$ cat config.mk
export PLATFORM = sky130hd
export DESIGN_NAME = nabp_top
export DESIGN_NICKNAME = d
export VERILOG_FILES = /design/src/nabp_pkg.sv /design/src/apb_regs.sv /design/src/filtered_ram.sv /design/src/nabp_top.sv /design/src/shifter_lut.sv /design/src/swap_control.sv /design/src/swappable.sv
export SDC_FILE = /design/constraint.sdc
export NUM_CORES = 1
export LEC_CHECK = 0
export BUFFER_PORTS_ARGS = -buffer_cell sky130_fd_sc_hd__buf_2
export CORE_ASPECT_RATIO = 1.75
export CORE_MARGIN = 2
export CORE_UTILIZATION = 62
export DETAILED_ROUTE_END_ITERATION = 7
export PLACE_DENSITY = 0.77
export SETUP_SLACK_MARGIN = 0.2
export SLEW_MARGIN = 20
export SYNTH_ARGS = -nofsm -noshare
export SYNTH_HDL_FRONTEND = slang
export SYNTH_HIERARCHICAL = 1
export SYNTH_SLANG_ARGS = --single-unit
export TNS_END_PERCENT = 20
$ cat constraint.sdc
create_clock -name clk -period 3.1 [get_ports clk]
set_input_delay 0.155 -clock clk [delete_from_list [all_inputs] [get_ports clk]]
set_output_delay 0.155 -clock clk [all_outputs]
set_load 0.01 [all_outputs]
$ cat src/nabp_pkg.sv
package nabp_pkg;

    // angles in whole degrees, 0 to 179
    localparam int angle_width = 8;
    localparam int num_angles = 180;
    localparam int angle_45 = 45;
    localparam int angle_135 = 135;

    // one filtered projection line
    localparam int proj_len = 16;
    localparam int idx_width = 4;
    localparam int sample_width = 12;
    localparam int num_itr = 4;
    localparam int itr_width = 2;

    // tap offset is center + swing * cos(angle), truncated
    localparam real offset_center = 8.0;
    localparam real offset_swing = 7.0;
    localparam real deg_to_rad = 3.14159265358979 / 180.0;

    localparam logic scan_x = 1'b0;
    localparam logic scan_y = 1'b1;

    // apb bus and register map
    localparam int paddr_width = 8;
    localparam int pdata_width = 32;
    localparam logic [paddr_width-1:0] reg_status = 8'h00;
    localparam logic [paddr_width-1:0] reg_angle = 8'h04;
    localparam logic [paddr_width-1:0] reg_sample_base = 8'h40;

    // status register bits
    localparam int status_next_angle = 0;
    localparam int status_scan_mode = 1;
    localparam int status_busy = 2;

    // x scan near the horizontal, y scan near the vertical
    function automatic logic scan_mode_of(input logic [angle_width-1:0] angle);
        return (angle < angle_45 || angle >= angle_135) ? scan_x : scan_y;
    endfunction

endpackage

$ cat src/apb_regs.sv
`timescale 1ns/10ps

module apb_regs
    import nabp_pkg::*;
(
    input  logic                    clk,
    input  logic                    reset_n,
    input  logic                    psel,
    input  logic                    penable,
    input  logic                    pwrite,
    input  logic [paddr_width-1:0]  paddr,
    input  logic [pdata_width-1:0]  pwdata,
    output logic [pdata_width-1:0]  prdata,
    output logic                    pready,
    output logic                    pslverr,
    input  logic                    hs_next_angle,
    input  logic                    busy,
    input  logic                    scan_mode,
    output logic [angle_width-1:0]  hs_angle,
    output logic                    hs_next_angle_ack,
    output logic                    ram_we,
    output logic [idx_width-1:0]    ram_waddr,
    output logic [sample_width-1:0] ram_wdata
);

    logic access;
    logic sel_status;
    logic sel_angle;
    logic sel_sample;
    logic angle_ok;
    logic access_ok;
    logic [paddr_width-1:0] sample_off;

    // no wait states
    assign pready = 1'b1;
    assign access = psel && penable;

    assign sel_status = (paddr == reg_status);
    assign sel_angle = (paddr == reg_angle);
    assign sample_off = paddr - reg_sample_base;
    assign sel_sample = (paddr >= reg_sample_base)
                     && (sample_off < paddr_width'(4 * proj_len))
                     && (paddr[1:0] == 2'b00);

    // angle accepted only when the controller is waiting for one
    assign angle_ok = hs_next_angle && (pwdata < num_angles);

    assign hs_next_angle_ack = access && pwrite && sel_angle && angle_ok;

    assign ram_we = access && pwrite && sel_sample;
    assign ram_waddr = sample_off[idx_width+1:2];
    assign ram_wdata = pwdata[sample_width-1:0];

    // status is read only, samples are write only
    assign access_ok = (sel_status && !pwrite)
                    || (sel_angle && (!pwrite || angle_ok))
                    || (sel_sample && pwrite);
    assign pslverr = access && !access_ok;

    always_comb
    begin
        prdata = '0;
        if (sel_status)
        begin
            prdata[status_next_angle] = hs_next_angle;
            prdata[status_scan_mode] = scan_mode;
            prdata[status_busy] = busy;
        end
        else if (sel_angle)
        begin
            prdata[angle_width-1:0] = hs_angle;
        end
    end

    // angle register, read back through the angle address
    always_ff @(posedge clk)
    begin
        if (!reset_n)
        begin
            hs_angle <= '0;
        end
        else if (hs_next_angle_ack)
        begin
            hs_angle <= pwdata[angle_width-1:0];
        end
    end

endmodule

$ cat src/filtered_ram.sv
`timescale 1ns/10ps

module filtered_ram
    import nabp_pkg::*;
(
    input  logic                    clk,
    input  logic                    we,
    input  logic [idx_width-1:0]    waddr,
    input  logic [sample_width-1:0] wdata,
    input  logic [idx_width-1:0]    raddr,
    output logic [sample_width-1:0] rdata
);

    logic [sample_width-1:0] mem [proj_len];

    // host writes, swappables read one cycle later
    always_ff @(posedge clk)
    begin
        if (we)
        begin
            mem[waddr] <= wdata;
        end
        rdata <= mem[raddr];
    end

endmodule

$ cat src/nabp_top.sv
`timescale 1ns/10ps

module nabp_top
    import nabp_pkg::*;
(
    input  logic                    clk,
    input  logic                    reset_n,
    input  logic                    psel,
    input  logic                    penable,
    input  logic                    pwrite,
    input  logic [paddr_width-1:0]  paddr,
    input  logic [pdata_width-1:0]  pwdata,
    output logic [pdata_width-1:0]  prdata,
    output logic                    pready,
    output logic                    pslverr,
    output logic [sample_width-1:0] pe_taps,
    output logic                    pe_en,
    output logic                    pe_kick,
    output logic                    pe_reset,
    output logic                    pe_scan_mode
);

    logic                    hs_next_angle;
    logic                    hs_next_angle_ack;
    logic [angle_width-1:0]  hs_angle;
    logic                    busy;
    logic                    ram_we;
    logic [idx_width-1:0]    ram_waddr;
    logic [sample_width-1:0] ram_wdata;
    logic [idx_width-1:0]    ram_raddr;
    logic [sample_width-1:0] ram_rdata;
    logic [idx_width-1:0]    offset;
    logic                    sw_sel;
    logic                    sw0_swap;
    logic                    sw1_swap;
    logic                    sw0_next_itr;
    logic                    sw1_next_itr;
    logic                    sw0_swap_ack;
    logic                    sw1_swap_ack;
    logic                    sw0_next_itr_ack;
    logic                    sw1_next_itr_ack;
    logic                    sw0_pe_en;
    logic                    sw1_pe_en;
    logic [idx_width-1:0]    sw0_raddr;
    logic [idx_width-1:0]    sw1_raddr;
    logic [sample_width-1:0] sw0_taps;
    logic [sample_width-1:0] sw1_taps;

    // filling unit owns the ram read port, streaming unit owns the taps
    assign ram_raddr = sw_sel ? sw0_raddr : sw1_raddr;
    assign pe_taps = sw_sel ? sw1_taps : sw0_taps;
    assign pe_en = sw_sel ? sw1_pe_en : sw0_pe_en;

    apb_regs regs_i (
        .clk(clk), .reset_n(reset_n),
        .psel(psel), .penable(penable), .pwrite(pwrite),
        .paddr(paddr), .pwdata(pwdata),
        .prdata(prdata), .pready(pready), .pslverr(pslverr),
        .hs_next_angle(hs_next_angle), .busy(busy), .scan_mode(pe_scan_mode),
        .hs_angle(hs_angle), .hs_next_angle_ack(hs_next_angle_ack),
        .ram_we(ram_we), .ram_waddr(ram_waddr), .ram_wdata(ram_wdata)
    );

    filtered_ram ram_i (
        .clk(clk), .we(ram_we), .waddr(ram_waddr), .wdata(ram_wdata),
        .raddr(ram_raddr), .rdata(ram_rdata)
    );

    shifter_lut lut_i (
        .clk(clk), .angle(hs_angle), .offset(offset)
    );

    swap_control ctrl_i (
        .clk(clk), .reset_n(reset_n),
        .hs_angle(hs_angle), .hs_next_angle_ack(hs_next_angle_ack),
        .sw0_swap(sw0_swap), .sw1_swap(sw1_swap),
        .sw0_next_itr(sw0_next_itr), .sw1_next_itr(sw1_next_itr),
        .sw0_swap_ack(sw0_swap_ack), .sw1_swap_ack(sw1_swap_ack),
        .sw0_next_itr_ack(sw0_next_itr_ack), .sw1_next_itr_ack(sw1_next_itr_ack),
        .sw_sel(sw_sel), .hs_next_angle(hs_next_angle), .busy(busy),
        .pe_reset(pe_reset), .pe_kick(pe_kick), .pe_scan_mode(pe_scan_mode)
    );

    swappable sw0 (
        .clk(clk), .reset_n(reset_n),
        .next_itr_ack(sw0_next_itr_ack), .swap_ack(sw0_swap_ack),
        .offset(offset), .rdata(ram_rdata), .raddr(sw0_raddr), .taps(sw0_taps),
        .swap(sw0_swap), .next_itr(sw0_next_itr), .pe_en_out(sw0_pe_en)
    );

    swappable sw1 (
        .clk(clk), .reset_n(reset_n),
        .next_itr_ack(sw1_next_itr_ack), .swap_ack(sw1_swap_ack),
        .offset(offset), .rdata(ram_rdata), .raddr(sw1_raddr), .taps(sw1_taps),
        .swap(sw1_swap), .next_itr(sw1_next_itr), .pe_en_out(sw1_pe_en)
    );

endmodule

$ cat src/shifter_lut.sv
`timescale 1ns/10ps

module shifter_lut
    import nabp_pkg::*;
(
    input  logic                   clk,
    input  logic [angle_width-1:0] angle,
    output logic [idx_width-1:0]   offset
);

    logic [idx_width-1:0] rom [num_angles];

    // 8 + 7 cos(a) stays within 1..15, so truncation is a plain floor
    initial
    begin
        for (int a = 0; a < num_angles; a++)
        begin
            rom[a] = idx_width'($rtoi(offset_center
                                    + offset_swing * $cos(a * deg_to_rad)));
        end
    end

    // registered lookup, one cycle behind the angle
    always_ff @(posedge clk)
    begin
        offset <= rom[angle];
    end

endmodule

$ cat src/swap_control.sv
`timescale 1ns/10ps

module swap_control
    import nabp_pkg::*;
(
    input  logic                   clk,
    input  logic                   reset_n,
    input  logic [angle_width-1:0] hs_angle,
    input  logic                   hs_next_angle_ack,
    input  logic                   sw0_swap,
    input  logic                   sw1_swap,
    input  logic                   sw0_next_itr,
    input  logic                   sw1_next_itr,
    output logic                   sw0_swap_ack,
    output logic                   sw1_swap_ack,
    output logic                   sw0_next_itr_ack,
    output logic                   sw1_next_itr_ack,
    output logic                   sw_sel,
    output logic                   hs_next_angle,
    output logic                   busy,
    output logic                   pe_reset,
    output logic                   pe_kick,
    output logic                   pe_scan_mode
);

    typedef enum logic [1:0] {
        st_ready,
        st_setup,
        st_fill,
        st_fill_and_shift
    } state_t;

    state_t state;
    state_t next_state;
    logic fill_swap;
    logic shift_next_itr;
    logic angle_ack;
    logic swap_ack;
    logic [1:0] scan_stage;

    // sw_sel picks the streaming unit, the other one fills
    assign fill_swap = sw_sel ? sw0_swap : sw1_swap;
    assign shift_next_itr = sw_sel ? sw1_next_itr : sw0_next_itr;

    assign angle_ack = (state == st_ready) && hs_next_angle_ack;
    assign swap_ack = (state == st_fill || state == st_fill_and_shift)
                   && fill_swap && shift_next_itr;

    assign sw0_next_itr_ack = angle_ack && sw_sel;
    assign sw1_next_itr_ack = angle_ack && !sw_sel;
    assign sw0_swap_ack = swap_ack && sw_sel;
    assign sw1_swap_ack = swap_ack && !sw_sel;

    assign busy = (state != st_ready);
    assign pe_reset = angle_ack;
    assign pe_kick = swap_ack;
    // during the kick cycle show the unit about to stream
    assign pe_scan_mode = scan_stage[sw_sel ^ swap_ack];

    always_comb
    begin
        next_state = state;
        case (state)
            st_ready:
                if (angle_ack)
                begin
                    next_state = st_setup;
                end
            st_setup:
                next_state = shift_next_itr ? st_fill : st_fill_and_shift;
            st_fill:
                if (swap_ack)
                begin
                    next_state = st_ready;
                end
            st_fill_and_shift:
                if (swap_ack)
                begin
                    next_state = st_ready;
                end
                else if (shift_next_itr)
                begin
                    next_state = st_fill;
                end
            default:
                next_state = st_ready;
        endcase
    end

    always_ff @(posedge clk)
    begin
        if (!reset_n)
        begin
            state <= st_ready;
            sw_sel <= 1'b0;
            hs_next_angle <= 1'b0;
            scan_stage <= '0;
        end
        else
        begin
            state <= next_state;
            hs_next_angle <= (next_state == st_ready);
            if (swap_ack)
            begin
                sw_sel <= !sw_sel;
            end
            // mode for the filling unit, angle register valid by now
            if (state == st_setup)
            begin
                scan_stage[!sw_sel] <= scan_mode_of(hs_angle);
            end
        end
    end

endmodule

$ cat src/swappable.sv
`timescale 1ns/10ps

module swappable
    import nabp_pkg::*;
(
    input  logic                    clk,
    input  logic                    reset_n,
    input  logic                    next_itr_ack,
    input  logic                    swap_ack,
    input  logic [idx_width-1:0]    offset,
    input  logic [sample_width-1:0] rdata,
    output logic [idx_width-1:0]    raddr,
    output logic [sample_width-1:0] taps,
    output logic                    swap,
    output logic                    next_itr,
    output logic                    pe_en_out
);

    typedef enum logic [1:0] {
        mode_idle,
        mode_fill,
        mode_full,
        mode_shift
    } mode_t;

    mode_t mode;
    logic [idx_width:0]      fill_cnt;
    logic [idx_width-1:0]    wr_idx;
    logic [idx_width-1:0]    tap_idx;
    logic [idx_width-1:0]    itr_base;
    logic [itr_width-1:0]    itr_cnt;
    logic [idx_width-1:0]    offset_q;
    logic [sample_width-1:0] line_buf [proj_len];

    // read address leads the buffer write by the ram latency
    assign raddr = fill_cnt[idx_width-1:0];
    assign wr_idx = fill_cnt[idx_width-1:0] - 1'b1;

    assign swap = (mode == mode_full);
    assign next_itr = (mode == mode_idle);
    assign pe_en_out = (mode == mode_shift);

    // tap j of iteration k, base already holds k * offset mod 16
    assign taps = line_buf[tap_idx + itr_base];

    always_ff @(posedge clk)
    begin
        if (!reset_n)
        begin
            mode <= mode_idle;
            fill_cnt <= '0;
            tap_idx <= '0;
            itr_base <= '0;
            itr_cnt <= '0;
        end
        else
        begin
            case (mode)
                mode_idle:
                    if (next_itr_ack)
                    begin
                        mode <= mode_fill;
                        fill_cnt <= '0;
                    end
                mode_fill:
                begin
                    fill_cnt <= fill_cnt + 1'b1;
                    if (fill_cnt == (idx_width + 1)'(proj_len))
                    begin
                        mode <= mode_full;
                    end
                end
                mode_full:
                    if (swap_ack)
                    begin
                        mode <= mode_shift;
                        tap_idx <= '0;
                        itr_base <= '0;
                        itr_cnt <= '0;
                    end
                mode_shift:
                begin
                    // tap index wraps to 0 at the end of each iteration
                    tap_idx <= tap_idx + 1'b1;
                    if (tap_idx == idx_width'(proj_len - 1))
                    begin
                        itr_cnt <= itr_cnt + 1'b1;
                        itr_base <= itr_base + offset_q;
                        if (itr_cnt == itr_width'(num_itr - 1))
                        begin
                            mode <= mode_idle;
                        end
                    end
                end
                default:
                    mode <= mode_idle;
            endcase
        end
    end

    // line buffer and the offset for this line
    always_ff @(posedge clk)
    begin
        if (mode == mode_fill && fill_cnt != '0)
        begin
            line_buf[wr_idx] <= rdata;
        end
        // lut output settled long before the last sample lands
        if (mode == mode_fill && fill_cnt == (idx_width + 1)'(proj_len))
        begin
            offset_q <= offset;
        end
    end

endmodule
### Word-level counts from Yosys, hierarchy flattened

Memory sizes are Yosys's and may differ from the RTL's. A register that Yosys moved wholly into a read port is not among the register bits.
Cells that the tools add are included.

| storage, ports and cells | value |
|---|---|
| input bits | 45 |
| memory bits (read-only) | 720 |
| word-level logic and storage cells | 178 |
| output and inout port bits | 50 |
| memories | 4 |
| latch bits | 0 |
| flip-flop bits (word level) | 56 |
| bits in writable memories | 576 |

Memory list:

| name | depth | width | read ports | clocked after memory_dff | write ports | RTL line | RTL |
|---|---|---|---|---|---|---|---|
| lut_i.rom | 180 | 4 | 1 | 1 | 0 | shifter_lut.sv:11 | `logic [idx_width-1:0] rom [num_angles];` |
| ram_i.mem | 16 | 12 | 1 | 1 | 1 | filtered_ram.sv:14 | `logic [sample_width-1:0] mem [proj_len];` |
| sw0.line_buf | 16 | 12 | 1 | 0 | 1 | swappable.sv:33 | `logic [sample_width-1:0] line_buf [proj_len];` |
| sw1.line_buf | 16 | 12 | 1 | 0 | 1 | swappable.sv:33 |  |

| cells by class | value |
|---|---|
| shifts and indexed selects | 0 |
| reduce and logical (&&, ||, !) cells | 53 |
| bitwise gates (word level) | 1 |
| multiplexer cells | 56 |
| $add $sub $neg | 13 |
| divide/modulo/power cells | 0 |
| multipliers | 0 |
| $lt $le $gt $ge | 8 |
| eq/ne operators | 26 |

Operator list:

| kind | number |
|---|---|
| $mux 2 | 18 |
| $lt 32x8->1 const B | 1 |
| $pmux 4 s2 | 4 |
| $logic_and 1x1->1 | 24 |
| $pmux 2 s4 | 3 |
| $mux 4 | 5 |
| $pmux 5 s2 | 2 |
| $add 4x4->4 | 4 |
| $eq 2x2->1 const B | 8 |
| $mux 5 | 3 |
| $mux 1 | 14 |
| $mux 12 | 1 |
| $ne 2x1->1 const B | 6 |
| $add 5x1->5 const B | 2 |
| $eq 5x5->1 const B | 2 |
| $logic_not 2->1 | 5 |
| $reduce_and 5->1 | 2 |
| $reduce_bool 2->1 | 5 |
| $reduce_bool 5->1 | 2 |
| $add 4x1->4 const B | 2 |
| $eq 4x4->1 const B | 2 |
| $eq 8x3->1 const B | 1 |
| $ge 8x7->1 const B | 1 |
| $ge 8x8->1 const B | 1 |
| other kinds (20) | 39 |

### Depth between registers and ports, before layout

| depth | value |
|---|---|
| word-level depth | 8 |
| depth in mapped cells | 10 |
| depth with buffers taken out | 9 |

### Cells and area by module

The synthesis kept the hierarchy.

Modules (own cells, without submodules):

| module | times used | cells each | area each (um2) | seq. area each (um2) |
|---|---|---|---|---|
| swappable at sw0 | 1 | 470 | 8824.7 | 6226.0 |
| swappable at sw1 | 1 | 472 | 8818.5 | 6226.0 |
| filtered_ram | 1 | 329 | 7599.8 | 6005.8 |
| apb_regs | 1 | 114 | 908.4 | 160.2 |
| swap_control | 1 | 43 | 435.4 | 120.1 |
| shifter_lut | 1 | 44 | 327.8 | 80.1 |
| nabp_top | 1 | 19 | 260.2 | 0.0 |

### Least setup slack after synthesis

No wires, ideal clock.

| timing | value |
|---|---|
| kind | reg2out |
| start point | reg sw0.tap_idx[0] |
| end point | out pe_taps[9] |
| cell stages (with the launch flop) | 9 |
| data arrival time | 2.263 ns |
| path buffers | 2 |
| data required time | 2.945 ns |
| slack | 0.682 ns |
| cell sequence | dfxtp_1 -> ha_1 -> fa_1 -> buf_2 -> buf_2 -> mux4_2 -> mux2i_1 -> mux2i_1 -> mux2_2 |

| between the ends | value |
|---|---|
| cells in the longest elaborated chain, start to end | 3 |

Ends and longest elaborated chain:

| item | RTL line | RTL |
|---|---|---|
| start, declared | swappable.sv:29 | `logic [idx_width-1:0] tap_idx;` |
| start signal, assigned | swappable.sv:84 | `tap_idx <= tap_idx + 1'b1;` |
| $add 4x4->4 | swappable.sv:44 | `assign taps = line_buf[tap_idx + itr_base];` |
| $mem_v2 16x12 | - |  |
| named net sw0_taps[9] | nabp_top.sv:46 | `logic [sample_width-1:0] sw0_taps;` |
| $mux 12 | nabp_top.sv:51 | `assign pe_taps = sw_sel ? sw1_taps : sw0_taps;` |
| end, declared | nabp_top.sv:16 | `output logic [sample_width-1:0] pe_taps,` |

The timed path passes the listed nets, and every way through them passes these cells.

### Worst setup path in the final report

| timing | value |
|---|---|
| start point | reg sw0.tap_idx[0] |
| end point | out pe_taps[3] |

The elaborated chain is that of the path after synthesis.

==> metrics.md <==
| Metric | Value |
|---|---|
| GRT met2 Usage | approximately 52% |
| Syn Std Cell Area | around 27000 um2 |
| Top_reg_cell synth | edfxtp_1 |
| Wire length per cell | roughly 27 um |
| First-pass GRT wire length | 88200 um |
| Post-synthesis sequential area ratio | between 60% and 70% |
| Slew @ Worst Pin | around 1000 ps |
| Drt first-iter violations | 1078 |
| Setup Skew | about 24 ps |
| Flop-to-flop setup slack | between 400 and 500 ps |
| Fin Hold WS | 171 ps |
| Period utilisation layout | 109% |
| GPL Wtd Cong | 0.832 |
| Buf+Inv Stages, Crit Path | 3 |
| Most common cell in the netlist | edfxtp_1 |
| Io pins | 95 |
| Number of global-route vias before repair | between 10k and 15k |
| Core area | 43300 um2 |
| Most used routing layer | met2 |
| Worst R2R Path Depth | 5 |
| Inserted Clock Buffers | 53 |
| CTS tree | done |
| Worst R2R End | ram_i/rdata[6] |
| Worst slew margin relative to its limit | 30.4% |
| Starting Density | a little over three fifths |
| DIE AREA | between 40000 and 50000 um2 |
| Largest net degree at the start of global routing | a little under 50 |
| Post-synth cell types | 80 |
| Min cycle time layout | 3390 ps |
| Largest cells by area after synthesis | edfxtp_1, mux4_2, dfxtp_1, mux2i_1, ha_1 |
| Max cap viols | 0 |
| YS warnings | 6 |
| Nets | roughly 1.7k |
| Met1 Use GR | 28.5% |
| Vias | 14.0k |
| Synth-to-Final Area Change | 13.6% |
| Drt first pass iters | 5 |
| CP top delay family | multiplexers |
| GRT Overall Usage | a little over a quarter |
| Die Ht | 281 um |
| CP endpoint kind | primary output |
| Reg clk slew, reported paths | about 70 ps |
| R2r startpoint | sw0/fill_cnt[1] |
| Outcome | complete, but fails checks |
| Top cell type's share of synthesized area | about 65% |
| Chip width | 162 um |
| Max Slew Vio Count | 0 |
| FMAX | a little under 300 MHz |
| Worst Min Path Start | reset_n |
| TritonCTS sink count | about 650 |
| Hpwl dp | between 30000 and 40000 um |
| Synthesized area per cell | approximately 18 um2 |
| WP data arrival | 3240 ps |
| Clk_lat worst skew | 600 ps |
| FF+latch count, synth | 648 |
| Share of cells above drive strength 1 | between 20% and 30% |
| P per Cell Area | 539 nW/um2 |
| Max clock buf depth | 3 |
| Post-route DRC | 0 |
| Row count | ~100 |
| Vias per cell | 6.27 |
| Hold path endpoint | regs_i/hs_angle[1] |
| CP cell instances | ha_4, fa_2, buf_12, clkbuf_16, mux4_2, mux2i_1, mux2i_2, mux2_4, buf_2 |
| Slowest CP cell | fa_2 |
| Failing checks | negative setup slack |
| Routed wire length | 59700 um |
| Critical path required time | 2940 ps |
| H-tree depth | 2 |
| Crit Path Category | reg2out |
| M3 GR Usage | ~2.8% |
| CP max FO | 12 |
| Cell count after synthesis | roughly 1.5k |
| Pre-CTS setup slack | 200 ps |
| Final WS setup | -290 ps |
| Gr ovfl total | 0 |
| N_diodes | 0 |
| Setup-failing EPs final | 12 |
| EDFF count, synth | 584 |
| Final hold viol count | 0 |
| # fillers | around 2.5k |
| Port bufs | between 60 and 70 |
| Async set-reset flop share out of synthesis | 0% |
| Total power | 0.0166 W |
| Antenna Nets Post-Route | 0 |
| Initial antenna violation count | 0 |
| Worst Setup Start Kind | flop |
| RSZ-0062 raised after global routing | true |
| Slowest stage delay, CP | ~590 ps |
| Post-synth top cells | edfxtp_1, mux4_2, mux2i_1, nand2_1, nor2_1 |
| Hold Path Class | in2reg |
| Root buffer cell | clkbuf_16 |
| Worst Hold Depth | 3 |
| Synth area leader | edfxtp_1 |
| Maximum vdd drop | approximately 600 uV |
| Leakage | roughly 10 nW |
cells by family after synthesis:
family	count (synthesis)	synth area share (%)
xor+xnor	8	0.313
simple gates	285	5.63
mux	252	16.3
buf+inv	125	3.00
compound gates	128	3.35
other cells	2	0.0276
flops	648	69.2
fa+ha+maj	43	2.09
sequential cells by signal, indices dropped and copies added, names as in the netlist, 4 cells and up:
signal	flops
lut_i/offset	4
ram_i/mem	192
ram_i/rdata	12
regs_i/hs_angle	8
sw0/fill_cnt	5
sw0/itr_base	4
sw0/line_buf	192
sw0/offset_q	4
sw0/tap_idx	4
sw1/fill_cnt	5
sw1/itr_base	4
sw1/line_buf	192
sw1/offset_q	4
sw1/tap_idx	4
how the worst max path moves through the flow:
stage | from | endpoint | slack, ps | depth (start not counted)
final | sw0/tap_idx[0] | pe_taps[3] | -290 | 9
after detailed placement | sw1/tap_idx[0] | pe_taps[8] | 200 | 8
after global placement | sw1/tap_idx[0] | pe_taps[1] | 240 | 8
after global routing | sw0/tap_idx[0] | pe_taps[3] | -350 | 9
after floorplan | sw0/tap_idx[0] | pe_taps[9] | 680 | 8
after CTS | sw1/tap_idx[0] | pe_taps[0] | -250 | 10
worst min-delay path: stages:
cell and delay, ps:
buf_2 340, nand2_1 150, mux2i_1 60
layout by cell type (no fill, tap or decap), types with 15 or more instances in the layout:
master / instances
clkbuf_16: 55
nor2_1: 65
mux4_1: 15
dfxtp_1: 50
inv_1: 16
nand2_1: 72
nand2b_1: 22
conb_1: 25
mux2i_1: 63
nand3_1: 24
buf_4: 71
mux2i_2: 16
nor2b_1: 20
buf_2: 59
mux4_2: 129
o21ai_0: 22
a22oi_1: 34
edfxtp_1: 584
ha_1: 35
cell type report:
class	instances	area [um2]	share of cell area, %
Clock buffer	54	1330	4.31
Clock inverter	44	515	1.67
Inverter	18	67.6	0.219
Multi-Input combinational cell	741	7940	25.7
Sequential cell	648	18800	61.0
Tap cell	566	708	2.29
Timing Repair Buffer	170	1460	4.73
report_power, final:
| part | switching, W | total [W] | internal (W) | leakage, nW |
|---|---|---|---|---|
| clock | 0.00308 | 0.00708 | 0.00400 | 0.901 |
| sequential | 0.00000200 | 0.00941 | 0.00941 | 5.74 |
| combinational | 0.000100 | 0.000147 | 0.0000470 | 3.54 |
| total | 0.00318 | 0.0166 | 0.0135 | 10.2 |
per-layer routing:
layer | routed length [um] | share of wire, %
met3 | 2510 | 4.2
met5 | 0 | 0
met1 | 19800 | 33
met2 | 35000 | 59
met4 | 2400 | 4.0
through the flow:
step | TNS [ps] | utilization [%] | instance area, um2 | std cells
after detailed placement | 0 | 65.4 | 28300 | 2121
after floorplan | 0 | - | 27300 | 1514
final | -2550 | 71.2 | 30900 | 2241
after CTS | -2710 | 70.7 | 30600 | 2237
after global placement | 0 | 65.4 | 28300 | 2121
after global routing | -3250 | 71.2 | 30900 | 2241
timing repair:
action / 4_1_cts / 5_1_grt
hold buffers: 12 / 0
endpoints found under the hold margin: 167 / 0
setup buffers: 2 / 2
resized for setup: 45 / 21
cloned: 4 / 2
endpoints found under the setup margin: 12 / 13
pin swaps: 2 / 3
No activity file was read; power rests on OpenSTA's default activity.
